## src/source/skdec_params.svh

```systemverilog
`ifndef SKDEC_PARAMS_SVH
`define SKDEC_PARAMS_SVH

// Polynomial counts and size, kept small for simulation
`define SKDEC_L 2
`define SKDEC_K 3
`define SKDEC_N 16

// Modulus and code offsets
`define SKDEC_Q 8380417
`define SKDEC_ETA 2
`define SKDEC_T0_OFS 4096

`define SKDEC_ADDR_W 10
`define SKDEC_AXI_ADDR_W 13

// Register offsets below the RAM window
`define SKDEC_REG_CTRL 4'h0
`define SKDEC_REG_STATUS 4'h4
`define SKDEC_REG_SRC 4'h8
`define SKDEC_REG_DEST 4'hC

`endif

```

## src/source/skdec_pkg.sv

```systemverilog
`include "skdec_params.svh"

package skdec_pkg;

    typedef logic [`SKDEC_ADDR_W-1:0] ram_addr_t;
    typedef logic [31:0] ram_word_t;
    typedef logic [23:0] coeff_t;

    // One access to the shared word RAM
    typedef struct packed {
        logic      req;
        logic      we;
        ram_addr_t addr;
        ram_word_t wdata;
    } ram_req_t;

    typedef enum logic [1:0] {
        RD_IDLE,
        RD_S1,
        RD_S2,
        RD_T0
    } skdec_rd_state_e;

    typedef enum logic [1:0] {
        WR_IDLE,
        WR_S1,
        WR_S2,
        WR_T0
    } skdec_wr_state_e;

    // STATUS register layout, error in bit 0
    typedef struct packed {
        logic busy;
        logic done;
        logic s1_done;
        logic s2_done;
        logic t0_done;
        logic error;
    } skdec_status_t;

endpackage

```

## src/source/ram_arbiter.sv

```systemverilog
`timescale 1ns/1ps

module ram_arbiter (
    input  logic                 clk,
    input  logic                 reset_n,
    input  skdec_pkg::ram_req_t  wr_req,
    input  skdec_pkg::ram_req_t  rd_req,
    input  skdec_pkg::ram_req_t  host_req,
    output logic                 wr_gnt,
    output logic                 rd_gnt,
    output logic                 host_gnt,
    output logic                 rd_valid,
    output logic                 host_valid,
    output skdec_pkg::ram_word_t rdata,
    output skdec_pkg::ram_req_t  ram_req,
    input  skdec_pkg::ram_word_t ram_rdata
);

    // Owner of the read that is on its way back
    logic rd_tag, host_tag;

    // Fixed priority: coefficient write, key read, host
    assign wr_gnt   = wr_req.req;
    assign rd_gnt   = rd_req.req & ~wr_req.req;
    assign host_gnt = host_req.req & ~wr_req.req & ~rd_req.req;

    always_comb begin
        if (wr_gnt)
            ram_req = wr_req;
        else if (rd_gnt)
            ram_req = rd_req;
        else if (host_gnt)
            ram_req = host_req;
        else
            ram_req = '0;
    end

    always_ff @(posedge clk or negedge reset_n) begin
        if (!reset_n) begin
            rd_tag   <= 1'b0;
            host_tag <= 1'b0;
        end else begin
            rd_tag   <= rd_gnt & ~rd_req.we;
            host_tag <= host_gnt & ~host_req.we;
        end
    end

    assign rd_valid   = rd_tag;
    assign host_valid = host_tag;
    assign rdata      = ram_rdata;

endmodule

```

## config.mk

```make
export PLATFORM = sky130hd
export DESIGN_NAME = ram_arbiter
export DESIGN_NICKNAME = d
export VERILOG_FILES = /design/src/source/skdec_pkg.sv /design/src/source/ram_arbiter.sv
export VERILOG_INCLUDE_DIRS = /design/src /design/src/source
export SDC_FILE = /design/constraint.sdc
export NUM_CORES = 1
export LEC_CHECK = 0
export ABC_AREA = 0
export ABC_CLOCK_PERIOD_IN_PS = 800
export BUFFER_PORTS_ARGS = -buffer_cell sky130_fd_sc_hd__buf_2
export CORE_AREA = 2 2 95 97
export DETAILED_ROUTE_END_ITERATION = 16
export DIE_AREA = 0 0 97 99
export PLACE_DENSITY = 0.65
export SLEW_MARGIN = 20
export SYNTH_ARGS = -nofsm -noshare
export SYNTH_HDL_FRONTEND = slang
export SYNTH_SLANG_ARGS = --single-unit
```

## constraint.sdc

```tcl
create_clock -name clk -period 0.8 [get_ports clk]
set_input_delay 0 -clock clk [delete_from_list [all_inputs] [get_ports clk]]
set_output_delay 0 -clock clk [all_outputs]
set_load 0.01 [all_outputs]
```

==> key figures <==
Status
  • Run status: complete, no violations

GRT
  • Initial antenna violation count: 0
  • Met3 capacity usage during global routing: about 1.4%
  • Leftover overflow at the end of global routing: 0
  • GRT Total Usage: between 10 and 15%
  • Global-route track usage on met2: about 22%
  • Largest net degree at the start of global routing: 46
  • Vias in the first global route: 2075
  • First-pass GRT wire length: 9100 um
  • Global Route met1 Usage: between 10% and 20%
  • Gr busiest metal: met2

Synth
  • Syn Nets: about 400
  • Part of the Yosys area used for sequential elements: 3.30%
  • Cell type with the highest aggregate area in the netlist: sky130_fd_sc_hd__a21oi_1
  • Register bit count reported by yosys: 2
  • Synth warn: 0
  • Distinct cell type count of the synthesized netlist: 11
  • Top FF cell, synth: sky130_fd_sc_hd__dfrtp_1
  • List of most frequent post-synthesis cells: sky130_fd_sc_hd__a21oi_1 (86), sky130_fd_sc_hd__nor2b_1 (44), sky130_fd_sc_hd__nand3b_1 (43), sky130_fd_sc_hd__buf_4 (34), sky130_fd_sc_hd__buf_2 (12)
  • Number of flops mapped to enable cells by yosys: 0
  • Synthesized area per cell: 6.40 um^2
  • Async set-or-reset flop fraction in the synthesized netlist: 100%
  • Mapped Cells: 237
  • Most frequent cell after synthesis: sky130_fd_sc_hd__a21oi_1
  • Netlist area before placement: 0.00152 mm^2
  • Cells taking the most area after synthesis: sky130_fd_sc_hd__a21oi_1 (28%), sky130_fd_sc_hd__nand3b_1 (21%), sky130_fd_sc_hd__nor2b_1 (18%)
  • Fraction of synthesized cell area taken by the top area cell type: 28.4%

Worst setup path
  • Critical path data required time: 800 ps
  • Maximum fanout along the worst path: 11
  • Startpoint types: primary input
  • Crit path max-delay cell type: sky130_fd_sc_hd__or3_1
  • Largest stage delay on the critical path: 350 ps
  • Kind of end point of the critical path: primary output
  • Critical path cell sequence: buf_6 -> buf_12 -> or3_1 -> buf_2
  • CP Class: in2out
  • Worst endpoint data arrival time: roughly 760 ps
  • Family with the most delay on the worst path: buffers and inverters
  • Number of buffer and inverter stages on the critical path: 3

Drt
  • Drt first pass iters: 5
  • Initial DRC count: 92
  • Avg Vias per Cell: 4.52
  • Count of unresolved DRC violations after routing: 0
  • Routed wire length: 7320 um
  • Post-route antenna net violation count: 0
  • Average wire per cell in the routed design: approximately 15 um
  • Count of vias placed by the detailed router: about 2.2k

Hold path
  • Terminating pin of the worst hold path: rdata[23]
  • Origin of the worst min-delay path: ram_rdata[23]
  • Class of the tightest hold or removal check: in2out
  • Worst Hold Depth: 0

Timing
  • Slack of the critical path: between 30 and 40 ps
  • Ratio of final minimum period to clock period: 95.2%
  • Max-slew headroom at the worst pin: 85.4%
  • Final setup violation count: 0
  • Final max-slew violation count: 0
  • Final hold vios: 0
  • Actual transition at the worst max-transition pin: 218 ps
  • Post-layout min period: 762 ps
  • Setup repair after global routing missed its margin: true
  • Fmax achieved: 1310 MHz
  • Setup_tns: 0 ps

Finish
  • Number of inserted diodes: 0
  • Share of post-route cells with drive strength above 1: a little over half
  • Total Nets Final: 549
  • Area added between synthesis and finish: 71.9%
  • Number of filler instances in the final layout: 934

Floorplan
  • Rows: 34
  • Placeable core area: ~0.0086 mm^2
  • Die Outline Area: 0.00960 mm^2
  • Initial Util: 17.7%
  • Chip Height: between 90 and 100 um
  • I/O pin cnt: 247
  • Die Wd: around 97 um

Clock network
  • Number of clock sinks seen by CTS: 2
  • Clock root cell: sky130_fd_sc_hd__clkbuf_8
  • CTS H-Tree Depth: 1
  • Worst-case clock buffer depth: 2
  • Num CTS Buffers: 3
  • CTS tree: built

Placed design
  • Worst setup slack before clock tree synthesis: -71.6 ps
  • HPWL after detailed placement: 4660 um
  • GP Congestion: 0.787
  • Number of port buffers: 182

Pwr
  • Logic gate share of total power: between 70% and 80%
  • Cell internal pwr: 0.00118 W
  • LEAKAGE: 1.26 nW
  • Total power: 0.00190 W
  • Power spent charging and discharging nets: ~0.00072 W
  • Sw Ratio: 37.8%
  • Worst supply voltage drop on vdd: 0.347 mV
  • Pwr per Cell Area: roughly 730 mW/mm^2
  • Portion of total power attributed to sequential cells: 5.6%
  • Part of the power in the clock network: between 20% and 30%

Run
  • Number of maximum-capacitance violations: 0
## power groups by stage
stage	clock (W)	combinational, W	sequential [W]
floorplan	0	0.000770	0.000109
global placement	0	0.00117	0.000107
detailed placement	0	0.00119	0.000107
CTS	0.000405	0.00124	0.000106
global route	0.000410	0.00152	0.000106
finish	0.000401	0.00139	0.000106
## timing repair
action                     CTS  global route
cloned                       1             8
hold endpoints to repair     3             0
hold buffers                 2             0
setup endpoints to repair   29            32
setup buffers                0             0
pin swaps                    1             2
gates resized for setup      5            12
## layer usage
metal | routed length (um) | up-vias | part of all wire [%]
met5 | 0 | - | 0
met1 | 2860 | 987 | 39
met2 | 3790 | 127 | 52
li1 | - | 1078 | -
met3 | 553 | 18 | 7.6
met4 | 110 | 0 | 1.5
## registers in the layout, summed over array words and instances, names as in the netlist
name / count
host_valid: 1
rd_valid: 1
## worst max-delay path by stage
stage	slack (ps)	start	end	depth (start not counted)
after CTS	1	host_req[43]	ram_req[43]	4
after floorplan	80	wr_req[43]	host_valid$_DFF_PN0_	4
final	40	host_req[43]	ram_req[43]	4
after global placement	-50	wr_req[43]	ram_req[2]	5
after detailed placement	-70	wr_req[43]	ram_req[2]	5
after global routing	3	rd_req[43]	ram_req[2]	5
## area by class of cell
class	instances	area, um^2	area share [%]
clock buffer	3	41.3	1.58
multi-input combinational	177	1080	41.4
sequential	2	50.0	1.92
tap	108	135	5.18
timing repair buffer	199	1300	49.9
## kinds of logic (layout without fill, tap and decap cells)
group                  after synthesis  after routing  share of synthesized area (%)
AOI/OAI and AO/OA                   86             86                           28.4
buffers and inverters               58            202                           26.7
DFF                                  2              2                           3.30
and+or+nand+nor                     91             91                           41.6
## layout by cell type, fill, tap and decap left out, drive strengths merged
cell type    instances
a21oi               86
and2b                2
buf                189
clkbuf              11
dfrtp                2
dlygate4sd3          2
nand3b              43
nor2b               44
nor3b                1
or3                  1
## through the flow
stage	hold slack, ps	cell area [um^2]	instances	utilization (%)
3_3_place_gp	-216	2270	475	26.5
6_report	0.00336	2610	489	30.5
4_1_cts	0.0686	2370	481	27.7
3_5_place_dp	-209	2270	475	26.5
2_1_floorplan	-296	1520	237	-
5_1_grt	0.0150	2610	489	30.5
No activity file was read; power rests on OpenSTA's default activity.
