`src/source/skdec_params.svh`:
```
`ifndef SKDEC_PARAMS_SVH
`define SKDEC_PARAMS_SVH

// Polynomial counts and size, kept small for simulation
`define SKDEC_L 2
`define SKDEC_K 3
`define SKDEC_N 16

// Modulus and code offsets
`define SKDEC_Q 8380417
`define SKDEC_ETA 2
`define SKDEC_T0_OFS 4096

`define SKDEC_ADDR_W 10
`define SKDEC_AXI_ADDR_W 13

// Register offsets below the RAM window
`define SKDEC_REG_CTRL 4'h0
`define SKDEC_REG_STATUS 4'h4
`define SKDEC_REG_SRC 4'h8
`define SKDEC_REG_DEST 4'hC

`endif

```
`src/source/skdec_pkg.sv`:
```
`include "skdec_params.svh"

package skdec_pkg;

    typedef logic [`SKDEC_ADDR_W-1:0] ram_addr_t;
    typedef logic [31:0] ram_word_t;
    typedef logic [23:0] coeff_t;

    // One access to the shared word RAM
    typedef struct packed {
        logic      req;
        logic      we;
        ram_addr_t addr;
        ram_word_t wdata;
    } ram_req_t;

    typedef enum logic [1:0] {
        RD_IDLE,
        RD_S1,
        RD_S2,
        RD_T0
    } skdec_rd_state_e;

    typedef enum logic [1:0] {
        WR_IDLE,
        WR_S1,
        WR_S2,
        WR_T0
    } skdec_wr_state_e;

    // STATUS register layout, error in bit 0
    typedef struct packed {
        logic busy;
        logic done;
        logic s1_done;
        logic s2_done;
        logic t0_done;
        logic error;
    } skdec_status_t;

endpackage

```
`src/source/skdec_t0_unpack.sv`:
```
`timescale 1ns/1ps
`include "skdec_params.svh"

module skdec_t0_unpack (
    input  logic                 clk,
    input  logic                 reset_n,
    input  skdec_pkg::ram_word_t word,
    input  logic                 word_valid,
    output logic                 word_ready,
    output skdec_pkg::coeff_t    coeff,
    output logic                 coeff_valid,
    input  logic                 coeff_ready
);
    import skdec_pkg::*;

    ram_word_t   word_q;
    logic [12:0] code;
    logic        full, upper, take;

    // Low code first, then bits 25..13
    assign code        = upper ? word_q[25:13] : word_q[12:0];
    assign coeff_valid = full;
    assign take        = full & coeff_ready;
    // Next word may land while the second code leaves
    assign word_ready  = ~full | (take & upper);

    // T0_OFS minus code, wrapped below Q
    always_comb begin
        if (code > 13'(`SKDEC_T0_OFS))
            coeff = coeff_t'(`SKDEC_Q + `SKDEC_T0_OFS) - coeff_t'(code);
        else
            coeff = coeff_t'(`SKDEC_T0_OFS) - coeff_t'(code);
    end

    always_ff @(posedge clk or negedge reset_n) begin
        if (!reset_n) begin
            full  <= 1'b0;
            upper <= 1'b0;
        end else if (word_valid && word_ready) begin
            full  <= 1'b1;
            upper <= 1'b0;
        end else if (take) begin
            full  <= ~upper;
            upper <= ~upper;
        end
    end

    always_ff @(posedge clk) begin
        if (word_valid && word_ready)
            word_q <= word;
    end

endmodule

```
`config.mk`:
```
export PLATFORM = sky130hd
export DESIGN_NAME = skdec_t0_unpack
export DESIGN_NICKNAME = d
export VERILOG_FILES = /design/src/source/skdec_pkg.sv /design/src/source/skdec_t0_unpack.sv
export VERILOG_INCLUDE_DIRS = /design/src /design/src/source
export SDC_FILE = /design/constraint.sdc
export NUM_CORES = 1
export LEC_CHECK = 0
export BUFFER_PORTS_ARGS = -buffer_cell sky130_fd_sc_hd__buf_2
export CORE_UTILIZATION = 35
export DETAILED_ROUTE_END_ITERATION = 6
export GPL_TIMING_DRIVEN = 0
export PLACE_DENSITY = 0.69
export SLEW_MARGIN = 20
export SYNTH_ARGS = -nofsm -noshare
export SYNTH_HDL_FRONTEND = slang
export SYNTH_SLANG_ARGS = --single-unit
```
`constraint.sdc`:
```
create_clock -name clk -period 3.51 [get_ports clk]
set_clock_uncertainty 0.1 [all_clocks]
set_input_delay 0.702 -clock clk [delete_from_list [all_inputs] [get_ports clk]]
set_output_delay 0.702 -clock clk [all_outputs]
set_load 0.05 [all_outputs]
```
==> impl_results.md, run 1 <==
* DR pass1 iterations at 4
* # rows at 24
* Root Buffer Master: clkbuf_8
* Detailed Route Iter0 Violations at 86
* Ys flop type: edfxtp_1
* Most frequent cells in the layout: buf_2, buf_4, edfxtp_1
* MaxCap Viol Count at 0
* Syn_area_per_cell at 12.0 um^2
* CP Buf/Inv Count at 4
* Fmax at 291 MHz
* Hold_ws at 0.0971 ns
* WL/cell at 15.6 um
* Crit path max-delay family: buffers and inverters
* Area growth, synth to finish at 42.6%
* Worst min-delay path category: in2async
* Vias/cell at 5.35
* Chip width at 71.7 um
* Cells after Synth at 142
* Clk sinks at 28
* Inserted Diodes at 0
* Tightest Pin Transition at 0.591 ns
* Leading cell type in the layout, fill and taps excluded: buf_2
* Hpwl dp at 2.85 mm
* Die Span Y at 71.7 um
* First-pass GRT wire length at 6.42 mm
* Final net count at 251
* Syn_nets at 180
* Starting Density at 37.7%
* Pre-CTS setup slack at -0.357 ns
* Flops & latches, synth at 28
* CP endpoint kind: primary output
* Total power at 1.84 mW
* CP max stage cell: mux2_2
* CTS buffer count at 3
* Clock buffer depth at 2
* Largest net degree at the start of global routing at 27
* PwrDens at 760 nW/um^2
* Final instance area at 2420 um^2
* Post-synthesis sequential area ratio at 48.9%
* H-tree levels at 1
* Layout cell share with drive strength beyond 1 at 56.1%
* Ranking of synthesized cells by area: edfxtp_1, mux2i_1, buf_4
* Die ar. at 5140 um^2
* Vias in the first global route at 1,360
* Endpoints failing hold at 0
* Leakage power at 0.960 nW
* Status: finished clean
* Grt total ovfl at 0
* Peak supply drop at 437 uV
* Max incr delay on CP at 0.40 ns
* Yosys top cell area share at 45.9%
* Remaining antenna violation count after routing at 0
* Period minus WS final at 3.44 ns
* Tcrit/Tclk final at 97.9%
* CP max FO at 6
* Final Routed Wirelength at 4.12 mm
* Critical Path AT at 2.64 ns
* Post-Layout Cell Count at 264
* Placement Cell Area at 2120 um^2
* Endpoints failing setup at 0
* Initial antenna violation count at 0
* Unique masters post-synth at 40
* R2R Setup Slk at 1.66 ns
* Vias at 1,413
* I/O Buffers at 55
* Setup TNS Final at 0 ns
* Reg clk slew, reported paths at 0.09 ns
* Max Slew Vio Count at 0
* Warnings from Yosys at 0
* Synth Cell Area at 1700 um^2
* Post-synth top area cell: edfxtp_1
* Slew headroom at 60.6%
* WS Path Type: reg2out
* I/O pin count at 62
* Fillers at 400
* RSZ-0062 raised after global routing: no
* CTS tree: yes
* Crit path required time at 2.71 ns
* Crit start category: flip-flop
* Util after Layout at 53.8%
* Drt drc at 0
* Gr usage total at 16.1%
* Clk Latency, worst-skew pair at 0.27 ns
* CP cell instances: buf_12 > mux2_2 > inv_2 > ha_4 > o21ai_4 > o31a_4 > buf_4 > o21ai_1 > buf_2
* Core area at 4500 um^2
* Post-synth ARST share at 7.14%
* Final setup margin at 0.0721 ns
* GP Congestion at 0.800
* Post-synth EDFFs at 26
* Placed cells at 249
==> cell type report <==
cell class	instances	area (um^2)	share of cell area (%)
multi-input combinational	101	961	39.7
sequential	28	831	34.3
timing repair buffer	68	422	17.4
buffer	10	95.1	3.93
tap	52	65.1	2.69
clock buffer	4	45.0	1.86
inverter	1	3.75	0.155
==> report_power, final <==
part           switching (mW)  total, mW  leakage (nW)  internal (mW)
clock network          0.0960      0.177        0.0228         0.0814
logic                   0.759       1.21         0.674          0.450
registers              0.0355      0.454         0.263          0.418
total                   0.891       1.84         0.960          0.950
==> worst register-to-register path: stages, from the launching register on <==
cell and delay (ns):
dfrtp_1 0.38, buf_12 0.12, buf_8 0.18, nand2_1 0.07, nand2_1 0.10, and2_2 0.54
==> what timing repair did <==
action	4_1_cts	5_1_grt
endpoints found under the setup margin	24	19
setup buffers	9	4
resized for setup	34	12
hold buffers	0	0
pin swaps	6	7
==> cells by family (layout without fill, tap and decap cells) <==
kind of cell,count (synthesis),after routing,synth area share (%)
AND/OR/NAND/NOR,47,47,16.6
AO/OA/AOI/OAI,30,30,14.4
flip-flops,28,28,48.9
multiplexers,14,14,8.76
buffers and inverters,13,83,5.67
XOR/XNOR,8,8,4.12
adder cells (fa/ha/maj),2,2,1.47
==> flip-flops by register name (all words and copies together) (netlist names) <==
signal / cells
coeff_valid: 1
word_q: 26
upper: 1
==> path summary, 6_finish.rpt <==
kind                                  start           to  depth (start not counted)
worst min register to register  coeff_valid  coeff_valid                          2
worst max register to register        upper   word_q[13]                          5
worst max-delay path                  upper     coeff[2]                          9
min in group clk                coeff_valid  coeff_valid                          2
worst min-delay path                reset_n  coeff_valid                          1
max in group asynchronous           reset_n        upper                          1
==> layer usage <==
metal | share of wire [%] | up-vias | wire length, um | GRT usage [%]
met1 | 41 | 676 | 1710 | 19.7
met4 | 1.2 | 0 | 48 | 5.23
met5 | 0 | - | 0 | 0
li1 | - | 673 | - | -
met3 | 4.9 | 6 | 203 | 2.95
met2 | 53 | 58 | 2170 | 28.7
==> cells in the mapped netlist, types with 2 or more instances <==
library cell	instances
nor4_1	3
o22ai_1	4
a21oi_1	2
edfxtp_1	26
xor2_1	3
buf_6	2
or2_1	2
xnor2_1	5
nand2b_1	3
nand2_1	6
nor2_1	8
o22a_1	2
dfrtp_1	2
nor3b_2	2
nor3b_1	6
mux2_2	4
and2_1	2
buf_2	2
a211oi_1	2
nor3_2	2
buf_4	8
o21ai_1	2
o32a_1	2
nor3_1	10
o21ai_0	7
o22ai_2	2
ha_1	2
mux2i_1	9
Power figures use the tool's default switching activity.
==> run 2, diff against run 1 <==
--- a/config.mk
+++ b/config.mk
@@ -7,10 +7,9 @@
 export NUM_CORES = 1
 export LEC_CHECK = 0
 export BUFFER_PORTS_ARGS = -buffer_cell sky130_fd_sc_hd__buf_2
-export CORE_UTILIZATION = 35
+export CORE_UTILIZATION = 42
 export DETAILED_ROUTE_END_ITERATION = 6
-export GPL_TIMING_DRIVEN = 0
-export PLACE_DENSITY = 0.69
+export PLACE_DENSITY = 0.79
 export SLEW_MARGIN = 20
 export SYNTH_ARGS = -nofsm -noshare
 export SYNTH_HDL_FRONTEND = slang
==> run 2 against run 1 <==
  * Critical path depth is 1 lower
  * Register-to-register slack better by 0.35 ns
  * Global-route usage is 0.41 points higher
  * Worst hold slack better by 0.0039 ns
  * Power is 12% lower
  * Via count is 9.1% lower
  * Combinational power is 18% lower
  * Routed wire length is 23% lower
  * Sequential power is 0.9% higher
  * First-iteration DRC count is 52% lower
  * Maximum frequency is 0.85% higher
  * Critical path type unchanged
  * Largest cell class unchanged
  * Highest routed layer unchanged
==> impl_results.md, run 2 (synthesized netlist as in run 1, its figures left out) <==
* Worst r2r path cells at 4 (-1)
* Crit path required time at 2.71 ns (about the same)
* Period minus WS final at 3.41 ns (-0.0290 ns)
* Starting Density at 45.1% (+7.3 points)
* Die ar. at 4300 um^2 (-16%)
* R2r startpoint: upper
* Final net count at 233 (-7.2%)
* Vias/cell at 5.31 (-0.87%)
* Crit start category: flip-flop
* First-pass GRT wire length at 5.41 mm (-16%)
* DR pass1 iterations at 4 (unchanged)
* Hold_ws at 0.101 ns (+0.00386 ns)
* Gr usage total at 16.5% (+0.41 points)
* Vias in the first global route at 1,213 (-11%)
* I/O pin count at 62 (unchanged)
* Leakage power at 0.863 nW (-10%)
* Detailed Route Iter0 Violations at 41 (-52%)
* Slew headroom at 65.3% (+4.7 points)
* Most frequent cells in the layout: buf_2, edfxtp_1, nor3_1
* Endpoints failing setup at 0 (unchanged)
* Reg clk slew, reported paths at 0.09 ns (about the same)
* Fmax at 293 MHz (+0.85%)
* Clk sinks at 28 (unchanged)
* Root Buffer Master: clkbuf_8
* Remaining antenna violation count after routing at 0 (unchanged)
* Leading cell type in the layout, fill and taps excluded: buf_2
* Chip width at 65.6 um (-8.5%)
* H-tree levels at 1 (unchanged)
* Endpoints failing hold at 0 (unchanged)
* CTS Hold Bufs at 0 (unchanged)
* Grt total ovfl at 0 (unchanged)
* MaxCap Viol Count at 0 (unchanged)
* Clock buffer depth at 2 (unchanged)
* PwrDens at 750 nW/um^2 (-1.3%)
* Final setup margin at 0.101 ns (+0.0290 ns)
* Biggest register: word_q
* Layout cell share with drive strength beyond 1 at 48.5% (-7.7 points)
* Die Span Y at 65.6 um (-8.5%)
* Max reg flops at 26 (unchanged)
* Hpwl dp at 2.50 mm (-12%)
* Initial antenna violation count at 0 (unchanged)
* Peak supply drop at 422 uV (-3.3%)
* WS Path Type: reg2out
* Tightest Pin Transition at 0.521 ns (-0.0702 ns)
* Pre-CTS setup slack at 0.240 ns (+0.598 ns)
* Worst min-delay path category: in2async
* Fillers at 320 (-20%)
* R2R Setup Slk at 2.01 ns (+0.35 ns)
* Tcrit/Tclk final at 97.1% (-0.83 points)
* Critical Path AT at 2.61 ns (-0.03 ns)
* Area growth, synth to finish at 26.5%
* GP Congestion at 0.772 (-3.5%)
* Drt drc at 0 (unchanged)
* Vias at 1,284 (-9.1%)
* Post-CTS Setup Bufs at 0 (-9)
* CTS buffer count at 3 (unchanged)
* CP endpoint kind: primary output
* WL/cell at 13.1 um (-16%)
* Max Slew Vio Count at 0 (unchanged)
* Final Routed Wirelength at 3.17 mm (-23%)
* RSZ-0062 raised after global routing: yes
* Clk Latency, worst-skew pair at 0.26 ns (about the same)
* CTS tree: yes
* CP max FO at 8 (+2)
* I/O Buffers at 55 (unchanged)
* Largest net degree at the start of global routing at 28 (+3.7%)
* # rows at 22 (-8.3%)
* Status: finished clean
* Inserted Diodes at 0 (unchanged)
* R2r endpoint: word_q[24]
* Core area at 3770 um^2 (-16%)
## run 2: changes by cell type in the layout (fill, tap and decap cells not counted), sizes merged
cell    before  now
buf         74   56
clkbuf       8    7
clkinv       0    1
## run 2: power breakdown
group	leakage, nW	internal [mW]	switching [mW]
Sequential	0.261	0.419	0.0393
Clock	0.0231	0.0782	0.0879
Combinational	0.578	0.311	0.677
## run 2: metal layers
metal  share of wire [%]  track usage [%]  wire [um]  vias to the layer above
li1                    -                -          -                      643
met4                0.44             5.16         14                        0
met2                  50             26.9       1590                       38
met1                  45             22.5       1440                      601
met5                   0                0          0                        -
met3                 4.0             2.60        127                        2
## run 2: worst max-delay path by stage
stage                from         to  slack (ns)
floorplan           upper  coeff[23]       -0.15
CTS                 upper  coeff[11]        0.07
finish              upper  coeff[11]        0.10
detailed placement  upper  coeff[14]        0.24
global placement    upper  coeff[11]        0.30
global route        upper  coeff[11]       -0.05
## run 2: metrics by stage
stage               instances  TNS [ns]  power (mW)  cell area, um^2  util (%)
floorplan                 142    -0.247        1.28             1780         -
global route              242   -0.0957        1.71             2150      57.0
global placement          238         0        1.43             2070      54.9
CTS                       242         0        1.61             2120      56.3
finish                    242         0        1.61             2150      57.0
detailed placement        238         0        1.44             2070      54.9
## run 2: critical path: stages (launching register included)
cell and delay, ns:
dfrtp_2 0.47, mux2_2 0.41, inv_1 0.09, ha_1 0.19
o21ai_2 0.14, o31a_4 0.40, o21ai_4 0.20, a2bb2oi_2 0.18
clkbuf_4 0.25
## run 2: area by class of cell
cell class,count,area [um^2],area share (%)
Multi-Input combinational cell,101,871,40.5
Sequential cell,28,832,38.7
Timing Repair Buffer,60,338,15.7
Tap cell,48,60.1,2.79
Clock buffer,3,41.3,1.92
Clock inverter,1,3.75,0.175
Inverter,1,3.75,0.175
## run 2: timing repair
item | 4_1_cts | 5_1_grt
resized for setup | 2 | 9
pin swaps | 0 | 1
setup endpoints to repair | 11 | 16
