## src/source/skdec_params.svh

```systemverilog
`ifndef SKDEC_PARAMS_SVH
`define SKDEC_PARAMS_SVH

// Polynomial counts and size, kept small for simulation
`define SKDEC_L 2
`define SKDEC_K 3
`define SKDEC_N 16

// Modulus and code offsets
`define SKDEC_Q 8380417
`define SKDEC_ETA 2
`define SKDEC_T0_OFS 4096

`define SKDEC_ADDR_W 10
`define SKDEC_AXI_ADDR_W 13

// Register offsets below the RAM window
`define SKDEC_REG_CTRL 4'h0
`define SKDEC_REG_STATUS 4'h4
`define SKDEC_REG_SRC 4'h8
`define SKDEC_REG_DEST 4'hC

`endif

```

## src/source/skdec_pkg.sv

```systemverilog
`include "skdec_params.svh"

package skdec_pkg;

    typedef logic [`SKDEC_ADDR_W-1:0] ram_addr_t;
    typedef logic [31:0] ram_word_t;
    typedef logic [23:0] coeff_t;

    // One access to the shared word RAM
    typedef struct packed {
        logic      req;
        logic      we;
        ram_addr_t addr;
        ram_word_t wdata;
    } ram_req_t;

    typedef enum logic [1:0] {
        RD_IDLE,
        RD_S1,
        RD_S2,
        RD_T0
    } skdec_rd_state_e;

    typedef enum logic [1:0] {
        WR_IDLE,
        WR_S1,
        WR_S2,
        WR_T0
    } skdec_wr_state_e;

    // STATUS register layout, error in bit 0
    typedef struct packed {
        logic busy;
        logic done;
        logic s1_done;
        logic s2_done;
        logic t0_done;
        logic error;
    } skdec_status_t;

endpackage

```

## src/source/skdec_s_unpack.sv

```systemverilog
`timescale 1ns/1ps
`include "skdec_params.svh"

module skdec_s_unpack (
    input  logic                 clk,
    input  logic                 reset_n,
    input  skdec_pkg::ram_word_t word,
    input  logic                 word_valid,
    output logic                 word_ready,
    output skdec_pkg::coeff_t    coeff,
    output logic                 coeff_valid,
    input  logic                 coeff_ready,
    output logic                 range_error
);
    import skdec_pkg::*;

    ram_word_t  word_q;
    logic [2:0] idx;
    logic [2:0] code;
    logic       full, take;

    // Eight 3-bit codes, c0 in the low bits
    assign code        = word_q[3*idx +: 3];
    assign range_error = full & (code > 3'd4);
    assign coeff_valid = full & ~range_error;
    assign take        = coeff_valid & coeff_ready;
    // Next word may land while the last code leaves
    assign word_ready  = ~full | (take & (idx == 3'd7));

    // ETA minus code, wrapped below Q
    always_comb begin
        if (code > 3'(`SKDEC_ETA))
            coeff = coeff_t'(`SKDEC_Q + `SKDEC_ETA) - coeff_t'(code);
        else
            coeff = coeff_t'(`SKDEC_ETA) - coeff_t'(code);
    end

    always_ff @(posedge clk or negedge reset_n) begin
        if (!reset_n) begin
            full <= 1'b0;
            idx  <= '0;
        end else if (word_valid && word_ready) begin
            full <= 1'b1;
            idx  <= '0;
        end else if (range_error) begin
            // Bad code, drop the rest of the word
            full <= 1'b0;
        end else if (take) begin
            full <= (idx != 3'd7);
            idx  <= idx + 3'd1;
        end
    end

    always_ff @(posedge clk) begin
        if (word_valid && word_ready)
            word_q <= word;
    end

endmodule

```

## config.mk

```make
export PLATFORM = sky130hd
export DESIGN_NAME = skdec_s_unpack
export DESIGN_NICKNAME = d
export VERILOG_FILES = /design/src/source/skdec_pkg.sv /design/src/source/skdec_s_unpack.sv
export VERILOG_INCLUDE_DIRS = /design/src /design/src/source
export SDC_FILE = /design/constraint.sdc
export NUM_CORES = 1
export LEC_CHECK = 0
export BUFFER_PORTS_ARGS = -buffer_cell sky130_fd_sc_hd__buf_2
export CAP_MARGIN = 20
export CELL_PAD_IN_SITES_DETAIL_PLACEMENT = 1
export CELL_PAD_IN_SITES_GLOBAL_PLACEMENT = 2
export CORE_MARGIN = 5
export CORE_UTILIZATION = 30
export CTS_BUF_LIST = sky130_fd_sc_hd__clkbuf_4 sky130_fd_sc_hd__clkbuf_8
export DETAILED_ROUTE_END_ITERATION = 10
export GPL_TIMING_DRIVEN = 1
export PLACE_DENSITY_LB_ADDON = 0.12
export SLEW_MARGIN = 10
export SYNTH_ARGS = -nofsm -noshare
export SYNTH_HDL_FRONTEND = slang
export SYNTH_SLANG_ARGS = --single-unit
```

## constraint.sdc

```tcl
create_clock -name clk -period 4.4 [get_ports clk]
set_input_delay 0.66 -clock clk [delete_from_list [all_inputs] [get_ports clk]]
set_output_delay 0.66 -clock clk [all_outputs]
set_load 0.05 [all_outputs]
```

==> summary by stage, run 1 <==
Placed design
The final RePlAce weighted congestion is 0.654. Summed over all nets, the half-perimeter wirelength after detailed placement is 2.02 mm. After detailed placement, the total cell area comes to 0.00154 mm². Prior to clock tree synthesis, the placed netlist has a worst setup slack of 1.24 ns. The count of input and output buffers is 54.

Clock network
The clock-pin slew on the worst setup and hold paths is 0.09 ns. The number of buffers between clock root and the deepest sink is 2. The root buffer cell is clkbuf_8. The total number of H-tree levels is 1.

The TritonCTS clock tree is yes. Counting the buffers created by CTS gives 3. Once the clock tree was built, the resizer swapped 0 gates to a different size. The tree built by TritonCTS fans out to 28 sinks. After clock tree synthesis, the flow added hold-fix buffers numbering 0. Post-CTS timing repair inserted 0 buffers for setup. The later-pin clock latency in the skew report is 0.27 ns.

Floorplanning
The die outline area is 0.00591 mm². 63 I/O pins were placed. The die span in y is 76.9 µm. The initial core utilization is 0.308. The width of the die is 76.9 µm. The cell row count is 24. The total area inside the core boundary comes to 0.00435 mm².

Global routing
The via count of the first global-routing pass is 919. For this run, the total global-route usage over all layers was measured as 0.0876. Entering global routing, the biggest net connects 28 pins. The initial antenna violation count came to 0. The wire length of the first global-routing pass is 4.21 mm. The total grt overflow is 0.

Timing
Setup violations remaining at the end of the flow were counted as 0. Setup total negative slack on the finished layout was measured at 0 ns. Measured against its own limit, the worst slew margin works out to 0.730. The final max-slew violation count is 0. Setup repair after global routing left no endpoint under its margin. Dividing the final minimum period by the clock period gives 0.775. Across all setup checks in the final design, the least slack found is 0.989 ns. At the pin with the least slew margin, the transition time is 0.406 ns. The number of hold violations in the final report came to 0. Static timing analysis puts the maximum clock frequency at 293 MHz. The worst path needs 3.41 ns of the cycle, external delays included.

On the final layout, the worst clock skew is 0.00511 ns.

Synth
The number of warnings issued by yosys is 0. In this run the mean area of a mapped cell was 15.2 µm². The cell count after synthesis came out at 88. The count of state elements after synthesis is 28. Of the synthesized area, sequential elements account for 0.612.

Among all flip-flop cells after synthesis, the most frequent one is edfxtp_1. After synthesis, the share of flip-flops with an asynchronous set or reset is 0.143. The mapped netlist covers 0.00134 mm². The most frequently used cell type in the post-synthesis netlist is edfxtp_1. The distinct cell type count after synthesis is 22.

The fraction of synthesized cell area taken by the top area cell type is 0.537. In the post-synthesis netlist, the biggest area contributors are edfxtp_1 54%, buf_4 10%, mux4_2 10%, dfrtp_1 7.5%, ha_1 2.8%. The biggest area contributor in the post-synthesis netlist is edfxtp_1. The post-synth net total is 127. The number of enable flip-flop cells after synthesis is 24. Counting instances in the post-synthesis netlist gives the leading cell types as 24 x edfxtp_1, 18 x buf_4, 6 x a21oi_1, 6 x mux4_2, 6 x nand2_1.

Cells and area
The layout-stage area growth over the synthesis result is 19.9%. The number of diodes added for antenna fixing is 0. The layout has 485 filler cells. The area used by sequential logic in the layout is 821 µm². The layout net count is 167. The final design area excluding fillers is 0.00161 mm².

The combined area of the multi-input logic cells is 373 µm². Of the cells placed in the final design, the portion with a size suffix greater than 1 is 0.551.

Routing
The iteration count of the initial detailed-routing pass is 4. After detailed routing, the number of vias per cell comes to 4.59. The number of remaining DRC errors is 0.

The routed wire length is 2.53 mm. The iteration-0 DRC count of the detailed router is 27. The final route contains 821 vias.

The count of antenna-violating nets left after detailed routing is 0. The routed wire length per instance is 14.2 µm.

Setup path
The endpoint class of the critical path is an output port. The signal arrival time at the worst endpoint is 2.75 ns. On the worst path, the slowest cell contributes a delay of 0.60 ns. STA classifies the critical path startpoint as a register. The slowest stage of the critical path belongs to the cell dfrtp_1. In this run the worst setup path begins at idx[0].

In this run the critical register-to-register path is launched from idx[0]. Walking the worst path, the cells encountered are mux4_2 -> mux2_2 -> ha_1 -> nor2_1 -> mux2i_1 -> buf_2. The largest driver fanout on the critical path is 8. For the worst setup path, the data required time is 3.74 ns. The critical path in this run is classified as reg2out.

Run status
The flow ran to the end, and the final reports show no timing, DRC or antenna violations.

Job
The total of max-cap violations is 0.

Min path
The type of the worst min-delay path is in2async.
routing by layer:
layer | part of all wire | up-vias | routed length (µm) | GRT usage
met5 | 0 | - | 0 | 0
met1 | 0.40 | 400 | 1020 | 0.0985
met3 | 0.082 | 2 | 207 | 0.0211
li1 | - | 385 | - | -
met4 | 0.0055 | 0 | 14 | 0.0262
met2 | 0.51 | 34 | 1290 | 0.161
critical path, delay by kind of cell, from the launching register on:
kind,cells,cell delay (ns)
fa+ha+maj,1,0.25
buf+inv,1,0.28
flops,1,0.60
simple gates,1,0.25
mux,3,1.10
area by class of cell:
cell class | instances | share of cell area
multi-input combinational | 40 | 0.232
clock buffer | 3 | 0.0257
clock inverter | 1 | 0.0187
tap | 52 | 0.0405
sequential | 28 | 0.511
timing repair buffer | 55 | 0.173
final timing paths:
kind / endpoint / slack, ns / cells past startpoint
min in group clk: word_q[16] / 0.56 / 1
setup / recovery: coeff[1] / 0.99 / 6
max in group asynchronous: idx[1] / 4.10 / 1
setup reg to reg: word_q[5] / 1.86 / 5
hold / removal: idx[2] / 0.18 / 1
hold reg to reg: full / 0.66 / 2
stage by stage:
step	utilization	cells	hold WS (ns)
floorplan	-	88	0.364
global placement	0.353	175	0.474
detailed placement	0.353	175	0.476
CTS	0.369	179	0.176
global route	0.369	179	0.170
finish	0.369	179	0.181
cell usage in the layout, fill, tap and decap left out, types with 2 or more instances in the layout:
cell / count
dfrtp_1: 4
mux2_2: 2
buf_2: 54
nor2_1: 3
or3b_1: 2
clkbuf_8: 3
edfxtp_1: 24
mux4_2: 6
o21ai_0: 3
nand2_1: 6
ha_1: 3
a21oi_1: 5
logic make-up after synthesis:
kind of cell | share of synthesized area
xor+xnor | 0.00653
flops | 0.612
simple gates | 0.0560
mux | 0.136
compound gates | 0.0485
fa+ha+maj | 0.0280
buf+inv | 0.113
state kept, by name (all words and copies together) (netlist names):
signal	cells
word_q	24
full	1
idx	3
Power of run 1 is not shown: default switching activity piles up to over one toggle a cycle in this logic, so the estimate is an artifact.
==> run 2: changes to the inputs <==
- CORE_UTILIZATION: 30 -> 27
- clock period: 4.4 -> 2.7 ns (I/O delays scaled with it)
==> run 2 against run 1 <==
Compared with the run above: the run now ends with setup timing left; flip-flop and latch count stayed put; first-iteration DRC count is 56% lower; largest cell class unchanged; hold slack better by 0.12 ns; register-to-register slack worse by 1.7 ns; worst setup slack worse by 1.0 ns; non-clock buffer count is 12 higher; count of clock-buffer cells in the layout is 1 higher; final area is 18% higher; critical path depth stayed put; die area is 9.6% higher; critical endpoint unchanged; via count is 6.5% higher; clock skew hardly changed.
==> summary by stage, run 2 (same netlist as run 1, synthesis figures left out) <==
Setup path
The kind of launch point of the worst setup path is a register (unchanged). The start-to-end type of the worst setup path is reg2out (unchanged). The signal arrival time at the worst endpoint is 2.31 ns (was 2.75 ns). The worst endpoint required time came to 2.30 ns (was 3.74 ns).

The endpoint class of the critical path is an output port (unchanged). The logic depth of the worst register-to-register path is 7 (was 5). The critical-path cell with the highest stage delay is mux4_2 (was dfrtp_1). The highest cell delay on the worst timing path was 0.53 ns (was 0.60 ns).

Sequence of cells on the critical path: mux4_2 -> mux2_4 -> ha_4 -> nor2_4 -> mux2i_4 -> buf_6 (was mux4_2 -> mux2_2 -> ha_1 -> nor2_1 -> mux2i_1 -> buf_2). The largest driver fanout on the critical path is 5 (was 8).

Cells and area
The number of diodes added for antenna fixing is 0 (unchanged). The final design area excluding fillers came to 0.00190 mm² (was 0.00161 mm²). The flip-flop count of the largest register after layout is 24 (unchanged). The register ranked first by flip-flop count is word_q (unchanged).

The layout net count was 179 (was 167). The layout-stage area growth over the synthesis result came to 41.6% (was 19.9%). The commonest non-fill, non-tap cell in the layout was buf_2 (unchanged).

Leading registers by flop count: word_q (24), idx (3), full (1) (unchanged). Most used cells in the layout excluding fill and tap cells: 38 x buf_2, 24 x edfxtp_1, 15 x buf_4 (was 54 x buf_2, 24 x edfxtp_1, 6 x mux4_2, 6 x nand2_1, 5 x a21oi_1). The fraction of layout instances using a drive strength above 1 is 0.676 (was 0.551).

Timing
The worst clock skew is 0.00493 ns (was 0.00511 ns). The achievable clock frequency is 369 MHz. The worst path in the final design needs a cycle of 2.71 ns, including I/O delays and setup. The transition time at the pin with the least slew margin is 0.301 ns (was 0.406 ns). The slack of the critical path was -0.0101 ns (was 0.989 ns). The final max-slew violation count is 0 (unchanged). The final setup TNS is -0.0121 ns (was 0 ns). The number of hold violations in the final report is 0 (unchanged). Setup repair after global routing missed its margin: yes (was no).

The worst max-slew margin expressed relative to the limit is 0.799 (was 0.730). Dividing the final minimum period by the clock period gives 1.00. The worst hold slack is 0.302 ns (was 0.181 ns). The setup-violating endpoint count in the final report is 2 (was 0).

Routing
The number of remaining DRC errors is 0 (unchanged). The iteration-0 DRC count of the detailed router is 12 (was 27). The iteration count of the initial detailed-routing pass is 4 (unchanged). The routed wire length per instance is 13.1 µm (was 14.2 µm). The routed wire length is 2.70 mm (was 2.53 mm). The count of antenna-violating nets left after detailed routing is 0 (unchanged). The number of vias per cell came to 4.24 (was 4.59).

The total via count after detailed routing is 874 (was 821).

Global routing
The via count of the first global-routing pass was 928 (was 919). The total grt overflow was 0 (unchanged). The wire length of the first global-routing pass came to 4.24 mm (was 4.21 mm). The initial antenna violation count was 0 (unchanged).

The maximum number of pins on one net before global-route repair is 28 (unchanged). The aggregate global-route resource usage is 0.0861 (was 0.0876).

Floorplanning
The core area was 0.00479 mm² (was 0.00435 mm²). The initial core utilization is 0.280 (was 0.308). The die outline area is 0.00648 mm² (was 0.00591 mm²).

The count of boundary I/O pins is 63 (unchanged). The width of the die is 80.5 µm (was 76.9 µm). The die span in y is 80.5 µm (was 76.9 µm). The cell row count came to 25 (was 24).

Placed design
The total half-perimeter wirelength after legalization and detailed placement is 2.08 mm (was 2.02 mm). The count of input and output buffers came to 54 (unchanged). The final RePlAce weighted congestion came to 0.615 (was 0.654).

The total placed instance area is 0.00166 mm² (was 0.00154 mm²).

Clock network
The total number of H-tree levels came to 1 (unchanged). The TritonCTS buffer count came to 3 (unchanged). The clock-pin slew on the worst setup and hold paths was 0.09 ns (about the same). The TritonCTS clock tree is yes (unchanged). The TritonCTS sink count was 28 (unchanged).

The root buffer cell is clkbuf_8 (unchanged). The number of buffers between clock root and the deepest sink came to 2 (unchanged). The later-pin clock latency in the skew report came to 0.27 ns (about the same).

Job
The total of max-cap violations is 0 (unchanged).

Run status
The checks that failed: setup timing. Status: finished with violations (was complete, no violations).

Min path
The type of the worst min-delay path is in2reg (was in2async). The number of cells traversed by the worst hold path is 1.
==> run 2: cell count changes in the layout (fill, tap and decap cells not counted), sizes merged <==
cell / previous run / this run
buf: 55 / 66
bufinv: 1 / 0
dlygate4sd3: 0 / 1
clkbuf: 3 / 4
==> run 2: final timing paths <==
kind                               start    endpoint  slack [ns]
worst max-delay path              idx[0]    coeff[1]       -0.01
worst min-delay path            word[22]  word_q[22]        0.30
worst max register to register    idx[0]   word_q[1]        0.21
worst min register to register    idx[1]      idx[1]        0.73
max in group asynchronous        reset_n      idx[0]        2.11
min in group asynchronous        reset_n        full        0.46
==> run 2: critical path: cells and delay by family (launching register included) <==
kind	cells	cell delay [ns]
AND/OR/NAND/NOR	1	0.13
multiplexers	3	1.09
buffers and inverters	1	0.18
flip-flops	1	0.47
adder cells (fa/ha/maj)	1	0.17
==> run 2: area by class of cell <==
| class | count | area [µm²] |
|---|---|---|
| flip-flops and latches | 28 | 823 |
| repair buffers | 67 | 480 |
| fillers | 514 | 2890 |
| multi-input cells | 40 | 463 |
| well taps | 67 | 83.8 |
| clock buffers | 4 | 48.8 |
==> run 2: what timing repair did <==
action                     in CTS  in global routing
pin swaps                       3                  3
hold buffers                    1                  0
gates resized for setup        26                 20
setup endpoints to repair      16                 16
hold endpoints to repair        4                  0
buffers inserted                1                  3
==> run 2: routing by layer <==
metal / part of all wire / vias up / track usage
met1: 0.40 / 416 / 0.0975
li1: - / 410 / -
met4: 0.013 / 0 / 0.0304
met3: 0.092 / 5 / 0.0224
met2: 0.49 / 43 / 0.155
met5: 0 / - / 0
==> run 2: stage by stage <==
step	util	instances	worst slack, ns
2_1_floorplan	-	88	-0.0170
3_3_place_gp	0.347	197	-0.0532
3_5_place_dp	0.347	197	-0.0848
4_1_cts	0.380	203	-0.0503
5_1_grt	0.397	206	-0.113
6_report	0.397	206	-0.0101
Power of run 2 is left out for the same reason.
==> run 3: changes to the inputs <==
- CORE_UTILIZATION: 27 -> 30
- GPL_TIMING_DRIVEN: 1 -> unset
- clock period: 2.7 -> 3.1 ns (I/O delays scaled with it)
==> run 3 against run 2 <==
Compared with the run above: the run now ends clean; register-to-register slack better by 0.35 ns; critical endpoint unchanged; highest routed layer unchanged; flip-flop and latch count unchanged; clock skew down 0.0015 ns; non-clock buffer count down 10; first-iteration DRC count rose to 3.2 times the previous value; hold slack better by 0.057 ns; critical path depth unchanged; utilization down 2.0 points; worst setup slack better by 0.16 ns; count of clock-buffer cells in the layout down 1; final cell count down 12%; die area down 8.8%.
==> summary by stage, run 3 (same netlist as run 1, synthesis figures left out) <==
Setup path
The endpoint class of the critical path is an output port (unchanged). The signal arrival time at the worst endpoint is 2.48 ns (was 2.31 ns). The capture instance of the worst register-to-register path was word_q[20] (was word_q[1]). The critical-path cell with the highest stage delay is mux4_2 (unchanged). The setup slack of the most critical reg-to-reg path is 0.56 ns (was 0.21 ns). The start-to-end type of the worst setup path is reg2out (unchanged). The start of the worst register-to-register path was idx[2] (was idx[0]). The largest driver fanout on the critical path is 7 (was 5). The highest cell delay on the worst timing path is 0.53 ns (about the same). The kind of launch point of the worst setup path is a register (unchanged). The logic depth of the worst register-to-register path is 5 (was 7).

Sequence of cells on the critical path: mux4_2 -> mux2_2 -> ha_1 -> nor2_4 -> mux2i_1 -> buf_4 (was mux4_2 -> mux2_4 -> ha_4 -> nor2_4 -> mux2i_4 -> buf_6). The worst endpoint required time is 2.63 ns (was 2.30 ns).

Cells and area
Most used cells in the layout excluding fill and tap cells: 52 x buf_2, 24 x edfxtp_1, 6 x mux4_2 (was 38 x buf_2, 24 x edfxtp_1, 15 x buf_4). Leading registers by flop count: word_q (24), idx (3), full (1) (unchanged). The register ranked first by flip-flop count is word_q (unchanged). The commonest non-fill, non-tap cell in the layout is buf_2 (unchanged).

The number of diodes added for antenna fixing is 0 (unchanged). The fraction of layout instances using a drive strength above 1 is 0.574 (was 0.676). The layout-stage area growth over the synthesis result was 22.4% (was 41.6%). The layout net count is 169 (was 179). The flip-flop count of the largest register after layout was 24 (unchanged).

The final design area excluding fillers is 0.00164 mm² (was 0.00190 mm²).

Placed design
The final RePlAce weighted congestion is 0.700 (was 0.615). The count of input and output buffers is 54 (unchanged). The total placed instance area came to 0.00154 mm² (was 0.00166 mm²).

Floorplanning
The cell row count is 24 (was 25). The die span in y was 76.9 µm (was 80.5 µm). The width of the die is 76.9 µm (was 80.5 µm). The die outline area is 0.00591 mm² (was 0.00648 mm²).

The count of boundary I/O pins was 63 (unchanged). The initial core utilization was 0.308 (was 0.280). The core area came to 0.00435 mm² (was 0.00479 mm²).

Min path
The source of the worst hold timing path is word[22] (unchanged). The type of the worst min-delay path is in2reg (unchanged). The number of cells traversed by the worst hold path came to 1 (unchanged).

The hold path endpoint is word_q[22] (unchanged).

Timing
The setup-violating endpoint count in the final report was 0 (was 2). The smallest clock period supported by the final layout is computed as 2.95 ns. For this run, the top clock speed supported by timing is 339 MHz. The worst max-slew margin expressed relative to the limit came to 0.741 (was 0.799).

The number of hold violations in the final report is 0 (unchanged). The worst clock skew is 0.00343 ns (was 0.00493 ns). Setup repair after global routing missed its margin: no (was yes). The final max-slew violation count was 0 (unchanged). The transition time at the pin with the least slew margin came to 0.389 ns (was 0.301 ns). The final setup TNS is 0 ns (was -0.0121 ns). The final period utilization is 0.952.

Job
The total of max-cap violations is 0 (unchanged).

Routing
The topmost layer with routed signal wires is met4 (unchanged). The routed wire length per instance is 14.6 µm (was 13.1 µm). The iteration-0 DRC count of the detailed router is 38 (was 12). The routed wire length came to 2.64 mm (was 2.70 mm).

The met1 wire length is 1.06 mm (was 1.08 mm). The detailed route wirelength on metal3 is 226 µm (was 249 µm). The number of vias per cell is 4.64 (was 4.24). The count of antenna-violating nets left after detailed routing is 0 (unchanged). The iteration count of the initial detailed-routing pass was 4 (unchanged). The number of remaining DRC errors is 0 (unchanged). The total via count after detailed routing came to 839 (was 874). The detailed route wirelength on metal2 is 1.35 mm (was 1.33 mm).

Clock network
The TritonCTS clock tree is yes (unchanged). The clock-pin slew on the worst setup and hold paths is 0.10 ns (was 0.09 ns). The TritonCTS sink count was 28 (unchanged). The number of buffers between clock root and the deepest sink was 2 (unchanged). The TritonCTS buffer count came to 3 (unchanged). The root buffer cell is clkbuf_8 (unchanged). The later-pin clock latency in the skew report is 0.27 ns (about the same). The total number of H-tree levels is 1 (unchanged).

Global routing
The initial antenna violation count came to 0 (unchanged). The aggregate global-route resource usage came to 0.0946 (was 0.0861). The maximum number of pins on one net before global-route repair is 28 (unchanged). The total grt overflow is 0 (unchanged).

The wire length of the first global-routing pass is 4.56 mm (was 4.24 mm). The via count of the first global-routing pass is 925 (was 928).

Run status
Status: complete, no violations (was finished with violations).
==> run 3: changes by cell type in the layout (fill, tap and decap cells not counted), sizes merged <==
| cell | delta |
|---|---|
| buf | -11 |
| bufinv | +1 |
==> run 3: layer usage <==
layer  vias to the layer above  global-route usage
li1                        389                   -
met4                         0              0.0262
met1                       410               0.113
met3                         2              0.0258
met2                        38               0.166
met5                         -                   0
==> run 3: layout make-up <==
cell class	count	area, µm²
clock buffers	3	41.3
clock inverters	1	30.0
fillers	474	2710
multi-input cells	40	383
flip-flops and latches	28	822
well taps	52	65.1
repair buffers	57	300
==> run 3: worst max path at each step <==
stage | depth (start not counted) | slack, ns | end | start
after floorplan | 5 | 0.01 | coeff[1] | idx[2]
after global placement | 6 | 0.20 | coeff[1] | idx[0]
after global routing | 5 | 0.02 | word_ready | idx[2]
after detailed placement | 6 | 0.12 | coeff[1] | idx[0]
final | 6 | 0.15 | coeff[1] | idx[0]
after CTS | 6 | 0.07 | coeff[20] | idx[0]
==> run 3: worst max-delay path, delay by kind of cell, from the launching register on <==
family                     cells  cell delay [ns]
and+or+nand+nor                1             0.17
adders and majority gates      1             0.27
buffers and inverters          1             0.22
DFF                            1             0.49
muxes                          3             1.07
==> run 3: metrics by stage <==
stage	std cells	utilization	hold WS, ns	setup WS (ns)
detailed placement	175	0.353	0.279	0.118
global placement	175	0.353	0.280	0.199
global route	181	0.377	0.340	0.0206
CTS	181	0.375	0.350	0.0668
floorplan	88	-	0.169	0.0138
finish	181	0.377	0.360	0.150
==> run 3: timing repair <==
action                     4_1_cts  5_1_grt
setup buffers                    1        0
setup endpoints to repair       11       11
resized for setup                3        3
hold endpoints to repair         4        0
pin swaps                        0        0
hold buffers                     1        0
Power of run 3 is left out for the same reason.
